$ cat src/source/bru_consts.svh
`ifndef BRU_CONSTS_SVH
`define BRU_CONSTS_SVH

// Data path width
`define BRU_XLEN 32

// Register index width, x0..x31
`define BRU_REG_AW 5

// One iteration per result bit
`define BRU_MD_STEPS 32

`endif

$ cat src/source/bru_pkg.sv
`default_nettype none

`include "bru_consts.svh"

package bru_pkg;

  // Multiply/divide opcodes, unsigned only
  typedef enum logic [1:0] {
    MD_MUL  = 2'd0,
    MD_DIVU = 2'd1,
    MD_REMU = 2'd2
  } md_op_e;

  // Controller states
  typedef enum logic [1:0] {
    MD_IDLE = 2'd0,
    MD_BUSY = 2'd1,
    MD_DONE = 2'd2
  } md_state_e;

  // Branch compare kinds
  typedef enum logic [2:0] {
    BR_EQ  = 3'd0,
    BR_NE  = 3'd1,
    BR_LTU = 3'd2,
    BR_GEU = 3'd3,
    BR_LT  = 3'd4,
    BR_GE  = 3'd5
  } br_op_e;

  typedef struct packed {
    md_op_e                  op;
    logic [`BRU_XLEN-1:0]    a;
    logic [`BRU_XLEN-1:0]    b;
    logic [`BRU_REG_AW-1:0]  rd;   // Index the result forwards under
  } md_req_t;

  typedef struct packed {
    br_op_e                  op;
    logic [`BRU_REG_AW-1:0]  rs1;
    logic [`BRU_REG_AW-1:0]  rs2;
    logic [`BRU_XLEN-1:0]    rs1_val;
    logic [`BRU_XLEN-1:0]    rs2_val;
    logic [`BRU_XLEN-1:0]    pc;
    logic [`BRU_XLEN-1:0]    imm;
  } br_req_t;

  // EX/MEM pipeline register snapshot
  typedef struct packed {
    logic [`BRU_REG_AW-1:0]  rd;
    logic                    regwrite;
    logic                    memread;
    logic [`BRU_XLEN-1:0]    alures;
  } ex_mem_t;

  // MEM/WB pipeline register snapshot
  typedef struct packed {
    logic [`BRU_REG_AW-1:0]  rd;
    logic                    regwrite;
    logic [`BRU_XLEN-1:0]    wbres;
  } mem_wb_t;

  typedef struct packed {
    logic                    taken;
    logic [`BRU_XLEN-1:0]    target;
  } br_resp_t;

endpackage : bru_pkg

`default_nettype wire

$ cat src/source/branch_forward.sv
`timescale 1ns/1ns
`default_nettype none

`include "bru_consts.svh"

module branch_forward
  import bru_pkg::*;
(
  input  wire br_req_t                 br,
  input  wire ex_mem_t                 ex_mem,
  input  wire mem_wb_t                 mem_wb,
  input  wire logic                    md_done,
  input  wire md_op_e                  md_op,
  input  wire logic [`BRU_REG_AW-1:0]  md_rd,
  input  wire logic [`BRU_XLEN-1:0]    md_result,
  output logic [`BRU_XLEN-1:0]         rs1_mod,
  output logic [`BRU_XLEN-1:0]         rs2_mod,
  output logic                         hazard
);

  logic                 md_hit;
  logic [`BRU_XLEN-1:0] exres;
  logic                 ex_fwd_ok;
  logic                 ex1;
  logic                 ex2;
  logic                 wb1;
  logic                 wb2;

  // Finished mul/div result stands in for the ALU value
  assign md_hit = md_done && (md_rd == ex_mem.rd);

  always_comb begin
    exres = ex_mem.alures;
    if (md_hit) begin
      case (md_op)
        MD_MUL, MD_DIVU, MD_REMU: exres = md_result;
        default:                  exres = ex_mem.alures;
      endcase
    end
  end

  //////////////////////////////////////////////////////////////////////
  // Index matching that never forwards x0
  //////////////////////////////////////////////////////////////////////

  // EX/MEM forwards only ALU-type writes
  assign ex_fwd_ok = ex_mem.regwrite && !ex_mem.memread;

  assign ex1 = (br.rs1 != '0) && (br.rs1 == ex_mem.rd) && ex_fwd_ok;
  assign ex2 = (br.rs2 != '0) && (br.rs2 == ex_mem.rd) && ex_fwd_ok;
  assign wb1 = (br.rs1 != '0) && (br.rs1 == mem_wb.rd) && mem_wb.regwrite;
  assign wb2 = (br.rs2 != '0) && (br.rs2 == mem_wb.rd) && mem_wb.regwrite;

  // Newest value wins
  assign rs1_mod = ex1 ? exres : (wb1 ? mem_wb.wbres : br.rs1_val);
  assign rs2_mod = ex2 ? exres : (wb2 ? mem_wb.wbres : br.rs2_val);

  // Load still in EX/MEM with its data not yet available
  assign hazard = ex_mem.memread && ex_mem.regwrite && (ex_mem.rd != '0) &&
                  ((ex_mem.rd == br.rs1) || (ex_mem.rd == br.rs2));

endmodule : branch_forward

`default_nettype wire

$ cat src/source/branch_resolve.sv
`timescale 1ns/1ns
`default_nettype none

`include "bru_consts.svh"

module branch_resolve
  import bru_pkg::*;
(
  input  wire logic                  clk,
  input  wire logic                  reset,
  input  wire logic                  req_valid,
  output logic                       req_ready,
  input  wire br_req_t               br,
  input  wire logic                  hazard,
  input  wire logic [`BRU_XLEN-1:0]  rs1_mod,
  input  wire logic [`BRU_XLEN-1:0]  rs2_mod,
  output logic                       resp_valid,
  output br_resp_t                   resp
);

  logic accept;
  logic taken;

  // Stall while a load result is outstanding
  assign req_ready = !hazard;
  assign accept    = req_valid && req_ready;

  //////////////////////////////////////////////////////////////////////
  // Compare
  //////////////////////////////////////////////////////////////////////

  always_comb begin
    case (br.op)
      BR_EQ:   taken = (rs1_mod == rs2_mod);
      BR_NE:   taken = (rs1_mod != rs2_mod);
      BR_LTU:  taken = (rs1_mod < rs2_mod);
      BR_GEU:  taken = (rs1_mod >= rs2_mod);
      BR_LT:   taken = ($signed(rs1_mod) < $signed(rs2_mod));
      BR_GE:   taken = ($signed(rs1_mod) >= $signed(rs2_mod));
      default: taken = 1'b0;
    endcase
  end

  //////////////////////////////////////////////////////////////////////
  // Registered outcome
  //////////////////////////////////////////////////////////////////////

  // Pulse for one cycle after accept
  always_ff @(posedge clk) begin
    if (reset) begin
      resp_valid <= 1'b0;
    end else begin
      resp_valid <= accept;
    end
  end

  always_ff @(posedge clk) begin
    if (accept) begin
      resp.taken  <= taken;
      resp.target <= br.pc + br.imm;
    end
  end

endmodule : branch_resolve

`default_nettype wire

$ cat src/source/bru_top.sv
`timescale 1ns/1ns
`default_nettype none

`include "bru_consts.svh"

module bru_top
  import bru_pkg::*;
(
  input  wire logic                  clk,
  input  wire logic                  reset,
  input  wire logic                  md_req_valid,
  input  wire md_req_t               md_req,
  output logic                       md_req_ready,
  output logic                       md_res_valid,
  output logic [`BRU_XLEN-1:0]       md_res,
  input  wire logic                  md_res_ready,
  input  wire logic                  br_req_valid,
  input  wire br_req_t               br_req,
  output logic                       br_req_ready,
  input  wire ex_mem_t               ex_mem,
  input  wire mem_wb_t               mem_wb,
  output logic                       br_resp_valid,
  output br_resp_t                   br_resp
);

  logic                    md_load;
  logic                    md_step;
  logic                    md_last;
  md_state_e               md_state;
  md_op_e                  md_op_q;
  logic [`BRU_REG_AW-1:0]  md_rd;
  logic [`BRU_XLEN-1:0]    rs1_mod;
  logic [`BRU_XLEN-1:0]    rs2_mod;
  logic                    hazard;

  //////////////////////////////////////////////////////////////////////
  // Multiply/divide unit
  //////////////////////////////////////////////////////////////////////

  md_ctrl ctrl_i (
    .clk       (clk),
    .reset     (reset),
    .req_valid (md_req_valid),
    .req_ready (md_req_ready),
    .res_valid (md_res_valid),
    .res_ready (md_res_ready),
    .step_last (md_last),
    .load      (md_load),
    .step      (md_step),
    .state     (md_state)
  );

  cycle_counter cnt_i (
    .clk   (clk),
    .reset (reset),
    .load  (md_load),
    .step  (md_step),
    .last  (md_last)
  );

  md_datapath dp_i (
    .clk    (clk),
    .load   (md_load),
    .step   (md_step),
    .req    (md_req),
    .result (md_res),
    .rd     (md_rd)
  );

  // Opcode of the operation in flight, for the forward select
  always_ff @(posedge clk) begin
    if (md_load) md_op_q <= md_req.op;
  end

  //////////////////////////////////////////////////////////////////////
  // Branch path
  //////////////////////////////////////////////////////////////////////

  branch_forward fwd_i (
    .br        (br_req),
    .ex_mem    (ex_mem),
    .mem_wb    (mem_wb),
    .md_done   (md_state == MD_DONE),
    .md_op     (md_op_q),
    .md_rd     (md_rd),
    .md_result (md_res),
    .rs1_mod   (rs1_mod),
    .rs2_mod   (rs2_mod),
    .hazard    (hazard)
  );

  branch_resolve res_i (
    .clk        (clk),
    .reset      (reset),
    .req_valid  (br_req_valid),
    .req_ready  (br_req_ready),
    .br         (br_req),
    .hazard     (hazard),
    .rs1_mod    (rs1_mod),
    .rs2_mod    (rs2_mod),
    .resp_valid (br_resp_valid),
    .resp       (br_resp)
  );

endmodule : bru_top

`default_nettype wire

$ cat src/source/cycle_counter.sv
`timescale 1ns/1ns
`default_nettype none

`include "bru_consts.svh"

module cycle_counter (
  input  wire logic  clk,
  input  wire logic  reset,
  input  wire logic  load,
  input  wire logic  step,
  output logic       last
);

  // Wide enough to hold the full step count
  localparam int CNT_W = $clog2(`BRU_MD_STEPS + 1);

  logic [CNT_W-1:0] count;

  always_ff @(posedge clk) begin
    if (reset) begin
      count <= '0;
    end else if (load) begin
      count <= CNT_W'(`BRU_MD_STEPS);
    end else if (step && (count != '0)) begin
      count <= count - 1'b1;
    end
  end

  // Final step is the one that empties the counter
  assign last = step && (count == CNT_W'(1));

endmodule : cycle_counter

`default_nettype wire

$ cat src/source/md_ctrl.sv
`timescale 1ns/1ns
`default_nettype none

module md_ctrl
  import bru_pkg::*;
(
  input  wire logic      clk,
  input  wire logic      reset,
  input  wire logic      req_valid,
  output logic           req_ready,
  output logic           res_valid,
  input  wire logic      res_ready,
  input  wire logic      step_last,
  output logic           load,
  output logic           step,
  output md_state_e      state
);

  md_state_e state_next;

  //////////////////////////////////////////////////////////////////////
  // Handshake and datapath strobes
  //////////////////////////////////////////////////////////////////////

  // Only an idle unit takes new work
  assign req_ready = (state == MD_IDLE);
  assign load      = req_valid && req_ready;

  // One iteration per busy cycle
  assign step = (state == MD_BUSY);

  // Result held stable for the whole DONE state
  assign res_valid = (state == MD_DONE);

  //////////////////////////////////////////////////////////////////////
  // Next state
  //////////////////////////////////////////////////////////////////////

  always_comb begin
    state_next = state;
    case (state)
      MD_IDLE: begin
        if (load) state_next = MD_BUSY;
      end
      MD_BUSY: begin
        // Counter flags the final iteration
        if (step_last) state_next = MD_DONE;
      end
      MD_DONE: begin
        // Back-pressure keeps us here
        if (res_ready) state_next = MD_IDLE;
      end
      default: state_next = MD_IDLE;
    endcase
  end

  always_ff @(posedge clk) begin
    if (reset) begin
      state <= MD_IDLE;
    end else begin
      state <= state_next;
    end
  end

endmodule : md_ctrl

`default_nettype wire

$ cat src/source/md_datapath.sv
`timescale 1ns/1ns
`default_nettype none

`include "bru_consts.svh"

module md_datapath
  import bru_pkg::*;
(
  input  wire logic                    clk,
  input  wire logic                    load,
  input  wire logic                    step,
  input  wire md_req_t                 req,
  output logic [`BRU_XLEN-1:0]         result,
  output logic [`BRU_REG_AW-1:0]       rd
);

  // hi: product accumulator or partial remainder
  // lo: multiplier or dividend shifting into quotient
  // b:  multiplicand (shifts left) or divisor (fixed)
  logic [`BRU_XLEN-1:0] hi_q;
  logic [`BRU_XLEN-1:0] lo_q;
  logic [`BRU_XLEN-1:0] b_q;
  md_op_e               op_q;

  // Restoring divide, one extra bit catches the borrow
  logic [`BRU_XLEN:0]   rem_shift;
  logic [`BRU_XLEN:0]   rem_diff;

  assign rem_shift = {hi_q, lo_q[`BRU_XLEN-1]};
  assign rem_diff  = rem_shift - {1'b0, b_q};

  //////////////////////////////////////////////////////////////////////
  // Iteration registers
  //////////////////////////////////////////////////////////////////////

  always_ff @(posedge clk) begin
    if (load) begin
      op_q <= req.op;
      rd   <= req.rd;
      hi_q <= '0;
      lo_q <= req.a;
      b_q  <= req.b;
    end else if (step) begin
      if (op_q == MD_MUL) begin
        // Shift-add, low half only
        if (lo_q[0]) hi_q <= hi_q + b_q;
        b_q  <= b_q << 1;
        lo_q <= lo_q >> 1;
      end else if (!rem_diff[`BRU_XLEN]) begin
        // Divisor fits, keep the difference
        hi_q <= rem_diff[`BRU_XLEN-1:0];
        lo_q <= {lo_q[`BRU_XLEN-2:0], 1'b1};
      end else begin
        // Restore
        hi_q <= rem_shift[`BRU_XLEN-1:0];
        lo_q <= {lo_q[`BRU_XLEN-2:0], 1'b0};
      end
    end
  end

  //////////////////////////////////////////////////////////////////////
  // Result select
  //////////////////////////////////////////////////////////////////////

  // Zero divisor: every trial subtract succeeds, so the quotient ends
  // all ones and the remainder is the untouched dividend
  always_comb begin
    case (op_q)
      MD_MUL:  result = hi_q;
      MD_DIVU: result = lo_q;
      MD_REMU: result = hi_q;
      default: result = hi_q;
    endcase
  end

endmodule : md_datapath

`default_nettype wire

$ cat config.mk
export PLATFORM = sky130hd
export DESIGN_NAME = bru_top
export DESIGN_NICKNAME = d
export VERILOG_FILES = /design/src/source/bru_pkg.sv /design/src/source/branch_forward.sv /design/src/source/branch_resolve.sv /design/src/source/bru_top.sv /design/src/source/cycle_counter.sv /design/src/source/md_ctrl.sv /design/src/source/md_datapath.sv
export VERILOG_INCLUDE_DIRS = /design/src /design/src/source
export SDC_FILE = /design/constraint.sdc
export NUM_CORES = 1
export LEC_CHECK = 0
export ABC_AREA = 1
export BUFFER_PORTS_ARGS = -buffer_cell sky130_fd_sc_hd__clkbuf_2
export CELL_PAD_IN_SITES_DETAIL_PLACEMENT = 1
export CELL_PAD_IN_SITES_GLOBAL_PLACEMENT = 2
export CORE_MARGIN = 2
export CORE_UTILIZATION = 32
export DETAILED_ROUTE_END_ITERATION = 8
export GPL_TIMING_DRIVEN = 0
export PLACE_DENSITY = 0.84
export SLEW_MARGIN = 20
export SYNTH_ARGS = -nofsm -noshare
export SYNTH_HDL_FRONTEND = slang
export SYNTH_HIERARCHICAL = 1
export SYNTH_SLANG_ARGS = --single-unit
$ cat constraint.sdc
create_clock -name clk -period 8.4 [get_ports clk]
set_input_delay 1.26 -clock clk [delete_from_list [all_inputs] [get_ports clk]]
set_output_delay 1.26 -clock clk [all_outputs]
set_load 0.05 [all_outputs]
== After elaboration in Yosys (flattened, before gate mapping) ==
Index checks and enable logic that the tools add are counted.
Widths: inputs -> output; s select.

* Flip-flop bits (word level): 145
* Input bits: 294
* Output and inout bits: 69

* Add/subtract/negate cells: 4
* Order comparisons: 4
* Eq/ne operators: 23
* Multiplexer cells: 24
* Reductions and logical operators: 35

{| class="wikitable"
|+ Operators by type and width
! operator !! number
|-
| $mux 32 || 16
|-
| $add 32x32->32 || 2
|-
| $ge 32x32->1 || 2
|-
| $lt 32x32->1 || 2
|-
| $eq 5x5->1 || 7
|-
| $sub 33x32->33 || 1
|-
| $eq 32x32->1 || 1
|-
| $ne 32x32->1 || 1
|-
| $logic_and 1x1->1 || 17
|-
| $reduce_bool 5->1 || 3
|-
| $mux 6 || 2
|-
| $eq 3x2->1 const B || 2
|-
| $eq 3x3->1 const B || 2
|-
| $eq 6x1->1 const B || 1
|-
| $mux 2 || 3
|-
| $pmux 1 s6 || 1
|-
| $pmux 2 s3 || 1
|-
| $reduce_bool 2->1 || 3
|-
| $reduce_bool 6->1 || 1
|-
| $sub 6x1->6 const B || 1
|-
| $eq 2x1->1 const B || 2
|-
| $eq 2x2->1 const B || 2
|-
| $logic_not 2->1 || 2
|-
| $ne 2x1->1 const B || 2
|-
| 10 further kinds || 13
|}

== Logic depth before layout (Yosys ltp) ==
Gate-level depths: netlist of run 1.

* Word-level depth: 7
* Mapped depth: 28

== By module ==
The synthesis of run 1 kept the hierarchy.

{| class="wikitable"
|+ By module, submodules not included
! module !! times used !! cells each !! area an instance (sq um) !! sequential area each (sq um)
|-
| md_datapath || 1 || 1,584 || 9,889.5 || 2,772.7
|-
| branch_resolve || 1 || 518 || 3,853.7 || 1,011.0
|-
| branch_forward || 1 || 665 || 3,002.9 || 0.0
|-
| cycle_counter || 1 || 53 || 372.9 || 120.1
|-
| md_ctrl || 1 || 14 || 105.1 || 40.0
|-
| bru_top || 1 || 4 || 70.1 || 60.1
|}

== Worst setup path before layout of run 1 ==
No wires, ideal clock.

* Path type: flip-flop to flip-flop
* Start point: reg dp_i.op_q[0]
* End point: reg dp_i.b_q[0], enable pin
* Arrival time: 3.444 ns
* Setup slack: 4.490 ns
* Stages on the path, launching flop included: 6
* Clock period less this slack: 3.910 ns
* Path through: edfxtp_1 -> nor2_1 -> inv_2 -> clkbuf_1 -> buf_1 -> o21ai_0

* Cells in the longest elaborated chain, start to end: 3

{| class="wikitable"
|+ RTL lines
! element !! line !! text
|-
| start: declaration || md_datapath.sv:23 || <nowiki>md_op_e op_q;</nowiki>
|-
| start signal: assignment || md_datapath.sv:38 || <nowiki>op_q <= req.op;</nowiki>
|-
| $logic_not 2->1 || n/a ||
|-
| $reduce_bool 2->1 (no line) || n/a ||
|-
| $reduce_and 2->1 (no line) || n/a ||
|-
| end signal: assignment || md_datapath.sv:42 || <nowiki>b_q <= req.b;</nowiki>
|-
| end signal: assignment || md_datapath.sv:47 || <nowiki>b_q <= b_q << 1;</nowiki>
|-
| end: declaration || md_datapath.sv:22 || <nowiki>logic [`BRU_XLEN-1:0] b_q;</nowiki>
|}

No other way between the ends.
A chain may end at the register's enable or synchronous reset.

== Final worst setup path of run 1 ==
* Start point: reg dp_i.op_q[1]
* End point: reg res_i/resp[32] (netlist name), data pin

* Cells in the longest elaborated chain, start to end: 7
* Elaborated cells between the ends (all ways): 16

{| class="wikitable"
|+ RTL lines
! element !! line !! text
|-
| $eq 2x1->1, or another cell as far along || n/a ||
|-
| $reduce_or 3->1 / $mux 32 (equally long branches) || n/a ||
|-
| $mux 32 (*) || branch_forward.sv:35 || <nowiki>case (md_op)</nowiki>
|-
| $mux 32 (*) || branch_forward.sv:34 || <nowiki>if (md_hit) begin</nowiki>
|-
| $mux 32 (*) || branch_forward.sv:56 || <nowiki>assign rs2_mod = ex2 ? exres : (wb2 ? mem_wb.wbres : br.rs2_val);</nowiki>
|-
| via rs2_mod[31] || bru_top.sv:33 || <nowiki>logic [`BRU_XLEN-1:0] rs2_mod;</nowiki>
|-
| $ge 32x32->1, or another cell as far along || branch_resolve.sv:39 || <nowiki>BR_GE: taken = ($signed(rs1_mod) >= $signed(rs2_mod));</nowiki>
|-
| $pmux 1 s6 (*) || branch_resolve.sv:33 || <nowiki>case (br.op)</nowiki>
|-
| via res_i.taken || branch_resolve.sv:22 || <nowiki>logic taken;</nowiki>
|-
| end: declaration || branch_resolve.sv:18 || <nowiki>output br_resp_t resp</nowiki>
|}

Mark *: on every way through the listed nets, which the timed path passes. The rest lies on a longest branch.

==> flow_summary.toml, run 1 <==
[layout]
areaGrowthSynthToFinish_pct = 19.5
fin_nets = 3647
post-route-util = 0.386
drive_above_1_share = 0.181

[worst_hold_path]
holdPathEnd = "cnt_i/count[4]"
holdCritStartpoint = "cnt_i/count[4]"
hold_path_class = "flip-flop to flip-flop"
hold_depth = 2

[global_route]
overflow = 0
grt_pass1_wl_mm = 119
grt_max_degree = 33
track_usage = 0.277
grt_pass1_vias = 20300
antenna_found_initial = 16

[logic_synthesis]
synth_top_area_frac = 0.227
synth-edff-count = 106
async_reset_ff_frac = 0
synth_cells = 2838
ys_types = 55
ys_warn_count = 6
synth_nets = 3264
yosys.area.top_type = "nand2_1"
syn-cell-area_sq_mm = 0.0173
synth_area_leaders = "nand2_1 23%, edfxtp_1 18%, ha_1 9.3%"
synth_seq_cells = 147
post-synth-top-count-cell = "nand2_1"
synth_ff_type = "edfxtp_1"
avgSynthCellArea_sq_um = 6.09
ys_seq_area_frac = 0.232
synth_common_cells = "1045 x nand2_1, 383 x inv_1, 237 x a21oi_1, 193 x nor2_1, 176 x nand3_1"

[timing]
setup_viol = 0
hold_viol = 0
layout_setup_ws_ns = 3.99
rsz0062_at_grt = "no"
totalNegativeSetupSlack_ns = 0
finClkSkew_ns = 0.0120
period_needed_ns = 4.41
maxSlewViolCount = 0
fin_crit_sh = 0.525
max_slew_margin = 0.278
fmax_ghz = 0.227
tightestPinTransition_ns = 1.08

[clocking]
clk_latency_ns = 0.49
cts_hold_buffers = 0
htreeDepth = 4
post_cts_buffers = 0
cts_buffer_depth = 2
cts_sinks = 147
cts_tree = "built"
cts_resized = 0
cts_root_buffer = "clkbuf_16"
clk_pin_slew_ns = 0.07
cts_buffers = 17

[die]
die_area_sq_mm = 0.0559
boundaryPins = 363
initial_core_util = 0.323
fp.dieW_microns = 236
core_sq_mm = 0.0536
fp-row-count = 85
die_y_microns = 236

[routing]
dr.pass1.iters = 5
dr_total_vias = 19900
drc = 0
routed_wl_mm = 78.5
postRouteAntennaNets = 0
vias_per_cell = 5.05
drtIter0Drc = 1176
avgRoutedWirePerCell_microns = 19.9

[power_and_ir_drop]
p_leak_nw = 11.3
vdd_drop_max_uv = 138
power.density_mw_per_mm2 = 187

[place]
port_buffers = 362
gp_congestion = 0.958
dpl.hpwl_mm = 67.2
dp_slack_ns = 3.82

[setup_path]
cp.arrival_ns = 4.65
crit_path_end_kind = "flip-flop"
worst_setup_path_start_kind = "flip-flop"
critical_path_class = "flip-flop to flip-flop"
reg2reg_depth = 21
crit_fanout = 10
cp_data_required_time_ns = 8.64
r2r_end = "res_i/resp[32]"
timing.rr.start = "dp_i/op_q[1]"
startpoint = "dp_i/op_q[1]"
r2r_slack_ns = 3.99

[job]
drv_cap = 0

[outcome]
status = "completed"
-- state kept, by name (all words and copies together), names as in the netlist, 2 cells and up --
register,flops
dp_i/hi_q,32
dp_i/b_q,32
dp_i/rd,5
res_i/resp,33
dp_i/lo_q,32
md_op_q,2
ctrl_i/state,2
dp_i/op_q,2
cnt_i/count,6
-- power breakdown --
| part | switching, mW | leakage [nW] | internal [mW] | total, mW |
|---|---|---|---|---|
| combinational | 1.41 | 9.63 | 0.613 | 2.03 |
| sequential | 0.110 | 1.37 | 0.907 | 1.02 |
| clock | 0.366 | 0.292 | 0.449 | 0.815 |
| total | 1.89 | 11.3 | 1.97 | 3.86 |
-- cells in the final DEF (no fill, tap or decap), types with 8 or more instances in the layout --
master	n
buf_2	35
buf_6	9
xnor2_1	20
nor2_4	10
nand4_1	51
o21ai_0	103
ha_1	129
a21o_1	9
o211ai_1	17
a21oi_2	10
clkbuf_2	362
nand2_1	1044
nand2_2	50
xor2_1	35
a21oi_1	237
nand3b_1	14
dfxtp_1	41
nor2_2	11
inv_2	19
nor3_1	18
buf_4	8
mux2_2	9
nand3_1	176
inv_1	383
nor2_1	192
clkbuf_1	34
diode_2	8
clkbuf_16	17
edfxtp_1	106
-- worst max-delay path, cell delays in order (launching register included) --
cell and delay (ns):
edfxtp_1 0.38, inv_1 0.06, nand2_1 0.30, clkbuf_1 0.41, o21ai_0 0.89, nand4_1 0.29
nand2_1 0.16, nand2_1 0.07, nand2_1 0.08, inv_1 0.04, ha_1 0.34, nand2_1 0.08
inv_1 0.03, nor2_1 0.14, o21a_1 0.17, nand2_1 0.06, a21oi_1 0.25, nand2_1 0.09
nand2_1 0.09, nand3_1 0.08, nand2_1 0.07, nand3_1 0.07
-- stage by stage --
step	cells	area, sq um	hold slack [ns]	power (mW)
CTS	3930	20600	0.500	3.87
global placement	3896	20000	0.476	3.00
floorplan	2838	17300	0.457	2.34
detailed placement	3898	20100	0.489	3.04
finish	3938	20700	0.497	3.86
global route	3937	20700	0.535	4.12
-- worst max-delay path by stage --
stage / to / slack (ns) / cells after the start
floorplan: dp_i/b_q[0] / 4.49 / 5
detailed placement: res_i/resp[32] / 3.82 / 23
global route: res_i/resp[32] / 3.65 / 21
CTS: res_i/resp[32] / 4.02 / 21
finish: res_i/resp[32] / 3.99 / 21
global placement: dp_i/b_q[17] / 1.73 / 5
-- kinds of logic after synthesis --
| family | share of synthesized area |
|---|---|
| XOR/XNOR | 0.0279 |
| buffers and inverters | 0.116 |
| AO/OA/AOI/OAI | 0.131 |
| flip-flops | 0.232 |
| AND/OR/NAND/NOR | 0.391 |
| adder cells (fa/ha/maj) | 0.0968 |
| multiplexers | 0.00586 |
-- cell type report --
type / count / area [sq um]
fill: 7245 / 32900
tap: 696 / 871
clock buffer: 19 / 443
multi-input combinational: 2198 / 11300
timing repair buffer: 364 / 1870
inverter: 404 / 1520
sequential: 147 / 4000
buffer: 89 / 487
antenna: 8 / 20.0
clock inverter: 13 / 150
-- metal layers --
layer	part of all wire	track usage
met1	0.45	0.357
met2	0.48	0.472
met3	0.049	0.0458
met4	0.024	0.0875
met5	0.00097	0
Power figures use the tool's default switching activity.
==> inputs of run 2 (changes only) <==
--- a/config.mk
+++ b/config.mk
@@ -11,10 +11,10 @@
 export CELL_PAD_IN_SITES_DETAIL_PLACEMENT = 1
 export CELL_PAD_IN_SITES_GLOBAL_PLACEMENT = 2
 export CORE_MARGIN = 2
-export CORE_UTILIZATION = 32
+export CORE_UTILIZATION = 27
 export DETAILED_ROUTE_END_ITERATION = 8
 export GPL_TIMING_DRIVEN = 0
-export PLACE_DENSITY = 0.84
+export PLACE_DENSITY = 0.76
 export SLEW_MARGIN = 20
 export SYNTH_ARGS = -nofsm -noshare
 export SYNTH_HDL_FRONTEND = slang
==> constraint.sdc (replaced) <==
create_clock -name clk -period 3.9 [get_ports clk]
set_input_delay 0.585 -clock clk [delete_from_list [all_inputs] [get_ports clk]]
set_output_delay 0.585 -clock clk [all_outputs]
set_load 0.05 [all_outputs]
==> run 2 against run 1 <==
Net effect: fmax increased by 22%; non-clock buffer count increased by 1; wire length is 2.8% higher; critical endpoint unchanged; largest cell class unchanged; largest power group unchanged.
==> flow_summary.toml, run 2 (synthesis gave the netlist of run 1 again) <==
[place]
dp_cells = 4050
dpl.hpwl_mm = 70.3
placed_area_sq_mm = 0.0203
gp_congestion = 0.924
port_buffers = 362

[routing]
vias_per_cell = 4.83
dr.pass1.iters = 5
drc = 0
avgRoutedWirePerCell_microns = 19.8
dr_total_vias = 19700
routed_wl_mm = 80.7
postRouteAntennaNets = 0
drtIter0Drc = 883

[die]
fp-row-count = 92
die_y_microns = 257
fp.dieW_microns = 257
die_area_sq_mm = 0.0661
core_sq_mm = 0.0632
boundaryPins = 363
initial_core_util = 0.274

[clocking]
cts_buffer_depth = 2
clk_latency_ns = 0.50
cts_hold_buffers = 0
clk_pin_slew_ns = 0.07
cts_sinks = 147
cts_root_buffer = "clkbuf_16"
cts_tree = "built"
htreeDepth = 4
cts_buffers = 17

[layout]
final_common_cell = "nand2_1"
largest_register = "res_i/resp"
post-route-util = 0.332
design_area_sq_mm = 0.0210
largest_reg_flops = 33
fillers = 8369
final_cell_mix = "1043 x nand2_1, 383 x inv_1, 365 x clkbuf_2"
multi_input_area_sq_mm = 0.0113
seqCellArea_sq_mm = 0.00400
areaGrowthSynthToFinish_pct = 21.2
fin_nets = 3648
fin_cells = 4086
drive_above_1_share = 0.187

[timing]
max_slew_margin = 0.277
hold_ws_ns = 0.264
hold_viol = 0
fin_crit_sh = 0.926
tightestPinTransition_ns = 1.08
setup_viol = 0
maxSlewViolCount = 0
period_needed_ns = 3.61
fmax_ghz = 0.277
finClkSkew_ns = 0.0207
rsz0062_at_grt = "no"

[outcome]
status = "completed"

[global_route]
overflow = 0
grt_pass1_vias = 20600
use_met2 = 0.412
antenna_found_initial = 12
track_usage = 0.241
use_met3 = 0.0426
grt_max_degree = 24
met1_usage = 0.311
grt_pass1_wl_mm = 122
grt.busiest_layer = "met2"

[job]
drv_cap = 0

[setup_path]
crit_fanout = 10
timing.rr.start = "dp_i/op_q[0]"
critical_path_class = "flip-flop to flip-flop"
cp_data_required_time_ns = 4.14
crit_path_end_kind = "flip-flop"
r2r_end = "res_i/resp[32]"
worst_setup_path_start_kind = "flip-flop"
cp.arrival_ns = 3.85
r2r_slack_ns = 0.29
reg2reg_depth = 21

[worst_hold_path]
hold_path_class = "input pin to flip-flop"
holdCritStartpoint = "md_req[1]"
holdPathEnd = "dp_i/rd[1]"
hold_depth = 1

[power_and_ir_drop]
power.density_mw_per_mm2 = 401
vdd_drop_max_uv = 377
p_leak_nw = 11.3
run 2: cell types whose count changed in the layout (fill, tap and decap cells not counted), sizes merged:
cell | previous run | this run
buf | 58 | 61
bufinv | 2 | 4
clkbuf | 414 | 411
clkinv | 8 | 6
clkinvlp | 0 | 1
diode | 8 | 5
run 2: cell type report:
class                   instances  share of cell area
multi-input cells            2198               0.541
flip-flops and latches        147               0.191
repair buffers                366              0.0905
inverters                     404              0.0724
well taps                     846              0.0505
plain buffers                  88              0.0236
clock buffers                  18              0.0205
clock inverters                14             0.00973
diodes                          5            0.000597
run 2: critical path: stages, from the launching register on:
cell,delay [ns]
edfxtp_1,0.40
nand2_2,0.24
buf_4,0.32
nand2_1,0.21
o21ai_2,0.18
nand4_1,0.19
nand2_1,0.15
nand2_1,0.06
nand2_1,0.09
inv_1,0.05
ha_1,0.35
nand2_2,0.09
nor2_4,0.13
nand2_2,0.07
nor3b_2,0.28
nand2_2,0.13
nand2_1,0.08
o21ai_1,0.06
inv_1,0.05
nand2_1,0.05
nor2_1,0.11
nand3_1,0.08
run 2: metrics by stage:
stage	setup WS [ns]	TNS, ns	power (mW)
after floorplan	0.0226	0	5.04
after global placement	-1.32	-82.90	6.46
after detailed placement	-0.583	-3.74	6.54
after CTS	0.109	0	8.48
after global routing	0.0530	0	9.01
final	0.290	0	8.41
run 2: layer usage:
| layer | vias to the layer above | wire (microns) |
|---|---|---|
| met5 | - | 89 |
| met4 | 14 | 1450 |
| met3 | 83 | 3150 |
| met2 | 335 | 38500 |
| met1 | 9414 | 37500 |
| li1 | 9883 | - |
run 2: how the worst max path moves through the flow:
stage | start | endpoint | slack [ns] | cells past startpoint
CTS | dp_i/op_q[0] | res_i/resp[32] | 0.11 | 21
floorplan | dp_i/op_q[1] | res_i/resp[32] | 0.02 | 21
global placement | md_req_valid | dp_i/b_q[8] | -1.32 | 7
detailed placement | dp_i/op_q[0] | res_i/resp[32] | -0.58 | 21
global route | dp_i/op_q[0] | res_i/resp[32] | 0.05 | 21
finish | dp_i/op_q[0] | res_i/resp[32] | 0.29 | 21
run 2: where the power goes:
group	switching [mW]	total, mW	internal (mW)	leakage (nW)
Combinational	3.01	4.34	1.33	9.67
Sequential	0.229	2.18	1.95	1.37
Clock	0.805	1.89	1.08	0.309
Total	4.04	8.41	4.37	11.3
run 2: repair_timing:
action | 4_1_cts | 5_1_grt
buffers inserted | 0 | 0
endpoints found under the setup margin | 6 | 1
gates resized for setup | 12 | 13
pin swaps | 0 | 0
cloned | 0 | 0
==> inputs of run 3 (changes only) <==
--- a/config.mk
+++ b/config.mk
@@ -11,12 +11,11 @@
 export CELL_PAD_IN_SITES_DETAIL_PLACEMENT = 1
 export CELL_PAD_IN_SITES_GLOBAL_PLACEMENT = 2
 export CORE_MARGIN = 2
-export CORE_UTILIZATION = 27
+export CORE_UTILIZATION = 26
 export DETAILED_ROUTE_END_ITERATION = 8
 export GPL_TIMING_DRIVEN = 0
-export PLACE_DENSITY = 0.76
+export PLACE_DENSITY = 0.74
 export SLEW_MARGIN = 20
 export SYNTH_ARGS = -nofsm -noshare
 export SYNTH_HDL_FRONTEND = slang
-export SYNTH_HIERARCHICAL = 1
 export SYNTH_SLANG_ARGS = --single-unit
==> run 3 against run 2 <==
Net effect: total power up 16%; fmax down 2.2%; hold slack worse by 0.017 ns; largest cell class unchanged; combinational power up 29%; largest power group unchanged; cell count down 6.9%; highest routed layer unchanged; setup slack worse by 0.082 ns; critical path type is now input pin to flip-flop; global-route usage down 0.26 points; non-clock buffer count up 7.
==> flow_summary.toml, run 3 <==
[setup_path]
crit_fanout = 11
crit_path_end_kind = "flip-flop"
worst_setup_path_start_kind = "input pin"
cp_data_required_time_ns = 4.14
cp.arrival_ns = 3.93
critical_path_class = "input pin to flip-flop"

[clocking]
htreeDepth = 4
cts_tree = "built"
cts_buffer_depth = 2
cts_root_buffer = "clkbuf_16"
cts_hold_buffers = 0
clk_latency_ns = 0.51
cts_buffers = 17
cts_sinks = 145
clk_pin_slew_ns = 0.08

[timing]
period_needed_ns = 3.69
finClkSkew_ns = 0.0179
hold_viol = 0
max_slew_margin = 0.424
fin_crit_sh = 0.947
maxSlewViolCount = 0
totalNegativeSetupSlack_ns = 0
fmax_ghz = 0.271
setup_viol = 0
tightestPinTransition_ns = 0.860

[place]
gp_congestion = 0.931
port_buffers = 362
dpl.hpwl_mm = 65.7
placed_area_sq_mm = 0.0189

[die]
boundaryPins = 363
fp-row-count = 91
die_area_sq_mm = 0.0637
die_y_microns = 252
initial_core_util = 0.261
core_sq_mm = 0.0614
fp.dieW_microns = 252

[layout]
largest_reg_flops = 33
multi_input_area_sq_mm = 0.0107
final_cell_mix = "812 x nand2_1, 371 x clkbuf_2, 313 x inv_1"
post-route-util = 0.323
areaGrowthSynthToFinish_pct = 23.7
seqCellArea_sq_mm = 0.00395
fin_nets = 3418
largest_register = "res_i.resp"
final_common_cell = "nand2_1"
fillers = 8082
drive_above_1_share = 0.175
design_area_sq_mm = 0.0198

[routing]
routed_wl_mm = 76.6
drtIter0Drc = 1082
dr_total_vias = 18900
drc = 0
vias_per_cell = 4.96
avgRoutedWirePerCell_microns = 20.1
dr.pass1.iters = 5
postRouteAntennaNets = 0

[power_and_ir_drop]
swShare = 0.525
power_frac_comb = 0.574
intPower_mw = 4.63
vdd_drop_max_uv = 300
p_seq_frac = 0.243
p_leak_nw = 10.0
p_switching_mw = 5.12
power.density_mw_per_mm2 = 492
pwr-share-clk = 0.182

[logic_synthesis]
yosys.area.top_type = "edfxtp_1"
synth_ff_type = "edfxtp_1"
ys_warn_count = 0
synth_seq_cells = 145
synth-edff-count = 104
post-synth-top-count-cell = "nand2_1"
synth_common_cells = "816 x nand2_1, 318 x inv_1, 253 x nor2_1, 223 x a21oi_1, 179 x o21ai_0"
synth_cells = 2595
avgSynthCellArea_sq_um = 6.18
async_reset_ff_frac = 0
syn-cell-area_sq_mm = 0.0160
ys_seq_area_frac = 0.246
synth_nets = 3021
synth_area_leaders = "edfxtp_1 19%, nand2_1 19%, ha_1 10%"
ys_types = 49
synth_top_area_frac = 0.195

[worst_hold_path]
hold_path_class = "input pin to flip-flop"

[global_route]
grt_pass1_wl_mm = 115
grt_max_degree = 33
track_usage = 0.238
grt_pass1_vias = 19500
antenna_found_initial = 14
overflow = 0

[outcome]
status = "completed"

[job]
drv_cap = 0
run 3: cell types whose count changed in the layout (fill, tap and decap cells not counted), moves of 14 or more:
cell,previous run,this run
or2_2,2,17
nor2_1,192,250
clkbuf_1,28,51
a31oi_1,3,37
o21ai_1,5,19
buf_2,35,10
nand4_1,51,20
nand3_1,176,146
o21ai_0,101,167
nand2_1,1043,812
nand2_2,51,11
o31ai_1,1,16
inv_1,383,313
run 3: routing by layer:
layer,vias to the layer above,wire [microns],GRT usage
li1,9349,-,-
met1,8969,34200,0.302
met3,131,3300,0.0430
met5,-,65,0
met2,399,36000,0.395
met4,10,3110,0.102
run 3: path summary, 6_finish.rpt:
path,slack (ns),end,depth (start not counted),from
setup / recovery,0.21,res_i.resp[32],20,ex_mem[34]
hold / removal,0.25,dp_i.op_q[0],1,md_req[69]
setup reg to reg,0.25,res_i.resp[32],19,ctrl_i.state[1]
hold reg to reg,0.49,cnt_i.count[0],2,cnt_i.count[0]
run 3: cells by family after synthesis:
logic type / after synthesis / synth area share
and+or+nand+nor: 1328 / 0.340
muxes: 1 / 0.000702
xor gates and xnor gates: 57 / 0.0311
AOI/OAI and AO/OA: 524 / 0.179
buffers and inverters: 408 / 0.0986
DFF: 145 / 0.246
adders and majority gates: 132 / 0.104
run 3: through the flow:
step,cells,setup slack (ns),hold WS [ns],power (mW)
2_1_floorplan,2595,0.0769,0.455,6.01
4_1_cts,3781,0.00686,0.202,9.80
6_report,3803,0.207,0.247,9.74
3_3_place_gp,3747,-1.71,0.472,7.86
5_1_grt,3802,-0.0476,0.221,10.5
3_5_place_dp,3749,-1.10,0.479,7.94
run 3: final cells by class:
| type | count | share of cell area |
|---|---|---|
| Antenna cell | 8 | 0.00101 |
| Buffer | 82 | 0.0201 |
| Clock buffer | 17 | 0.0215 |
| Clock inverter | 15 | 0.00833 |
| Inverter | 325 | 0.0618 |
| Multi-Input combinational cell | 2042 | 0.538 |
| Sequential cell | 145 | 0.199 |
| Tap cell | 790 | 0.0499 |
| Timing Repair Buffer | 379 | 0.100 |
run 3: repair_timing:
| action | in CTS | in global routing |
|---|---|---|
| buffers inserted | 0 | 15 |
| pin swaps | 0 | 14 |
| setup endpoints to repair | 1 | 1 |
| resized for setup | 19 | 68 |
run 3: critical path, cell delays in order:
cell      delay [ns]
clkbuf_2        0.12
inv_2           0.11
nor2_1          0.05
nor4_1          0.30
nand3_1         0.24
nor3_4          0.40
buf_4           0.18
buf_4           0.17
nor2_1          0.05
o21ai_0         0.08
o21ai_0         0.12
ha_1            0.36
nand4_1         0.17
nor3_4          0.26
and3_4          0.24
nand2_4         0.06
nand3b_1        0.13
nand3_1         0.10
nand2_1         0.07
nand3_1         0.12
run 3: power groups by stage:
stage               logic (mW)  clock network [mW]  registers, mW
floorplan                 3.59                   0           2.42
global placement          5.45                   0           2.41
detailed placement        5.54                   0           2.40
CTS                       5.58                1.84           2.38
global route              6.23                1.87           2.40
finish                    5.60                1.78           2.37
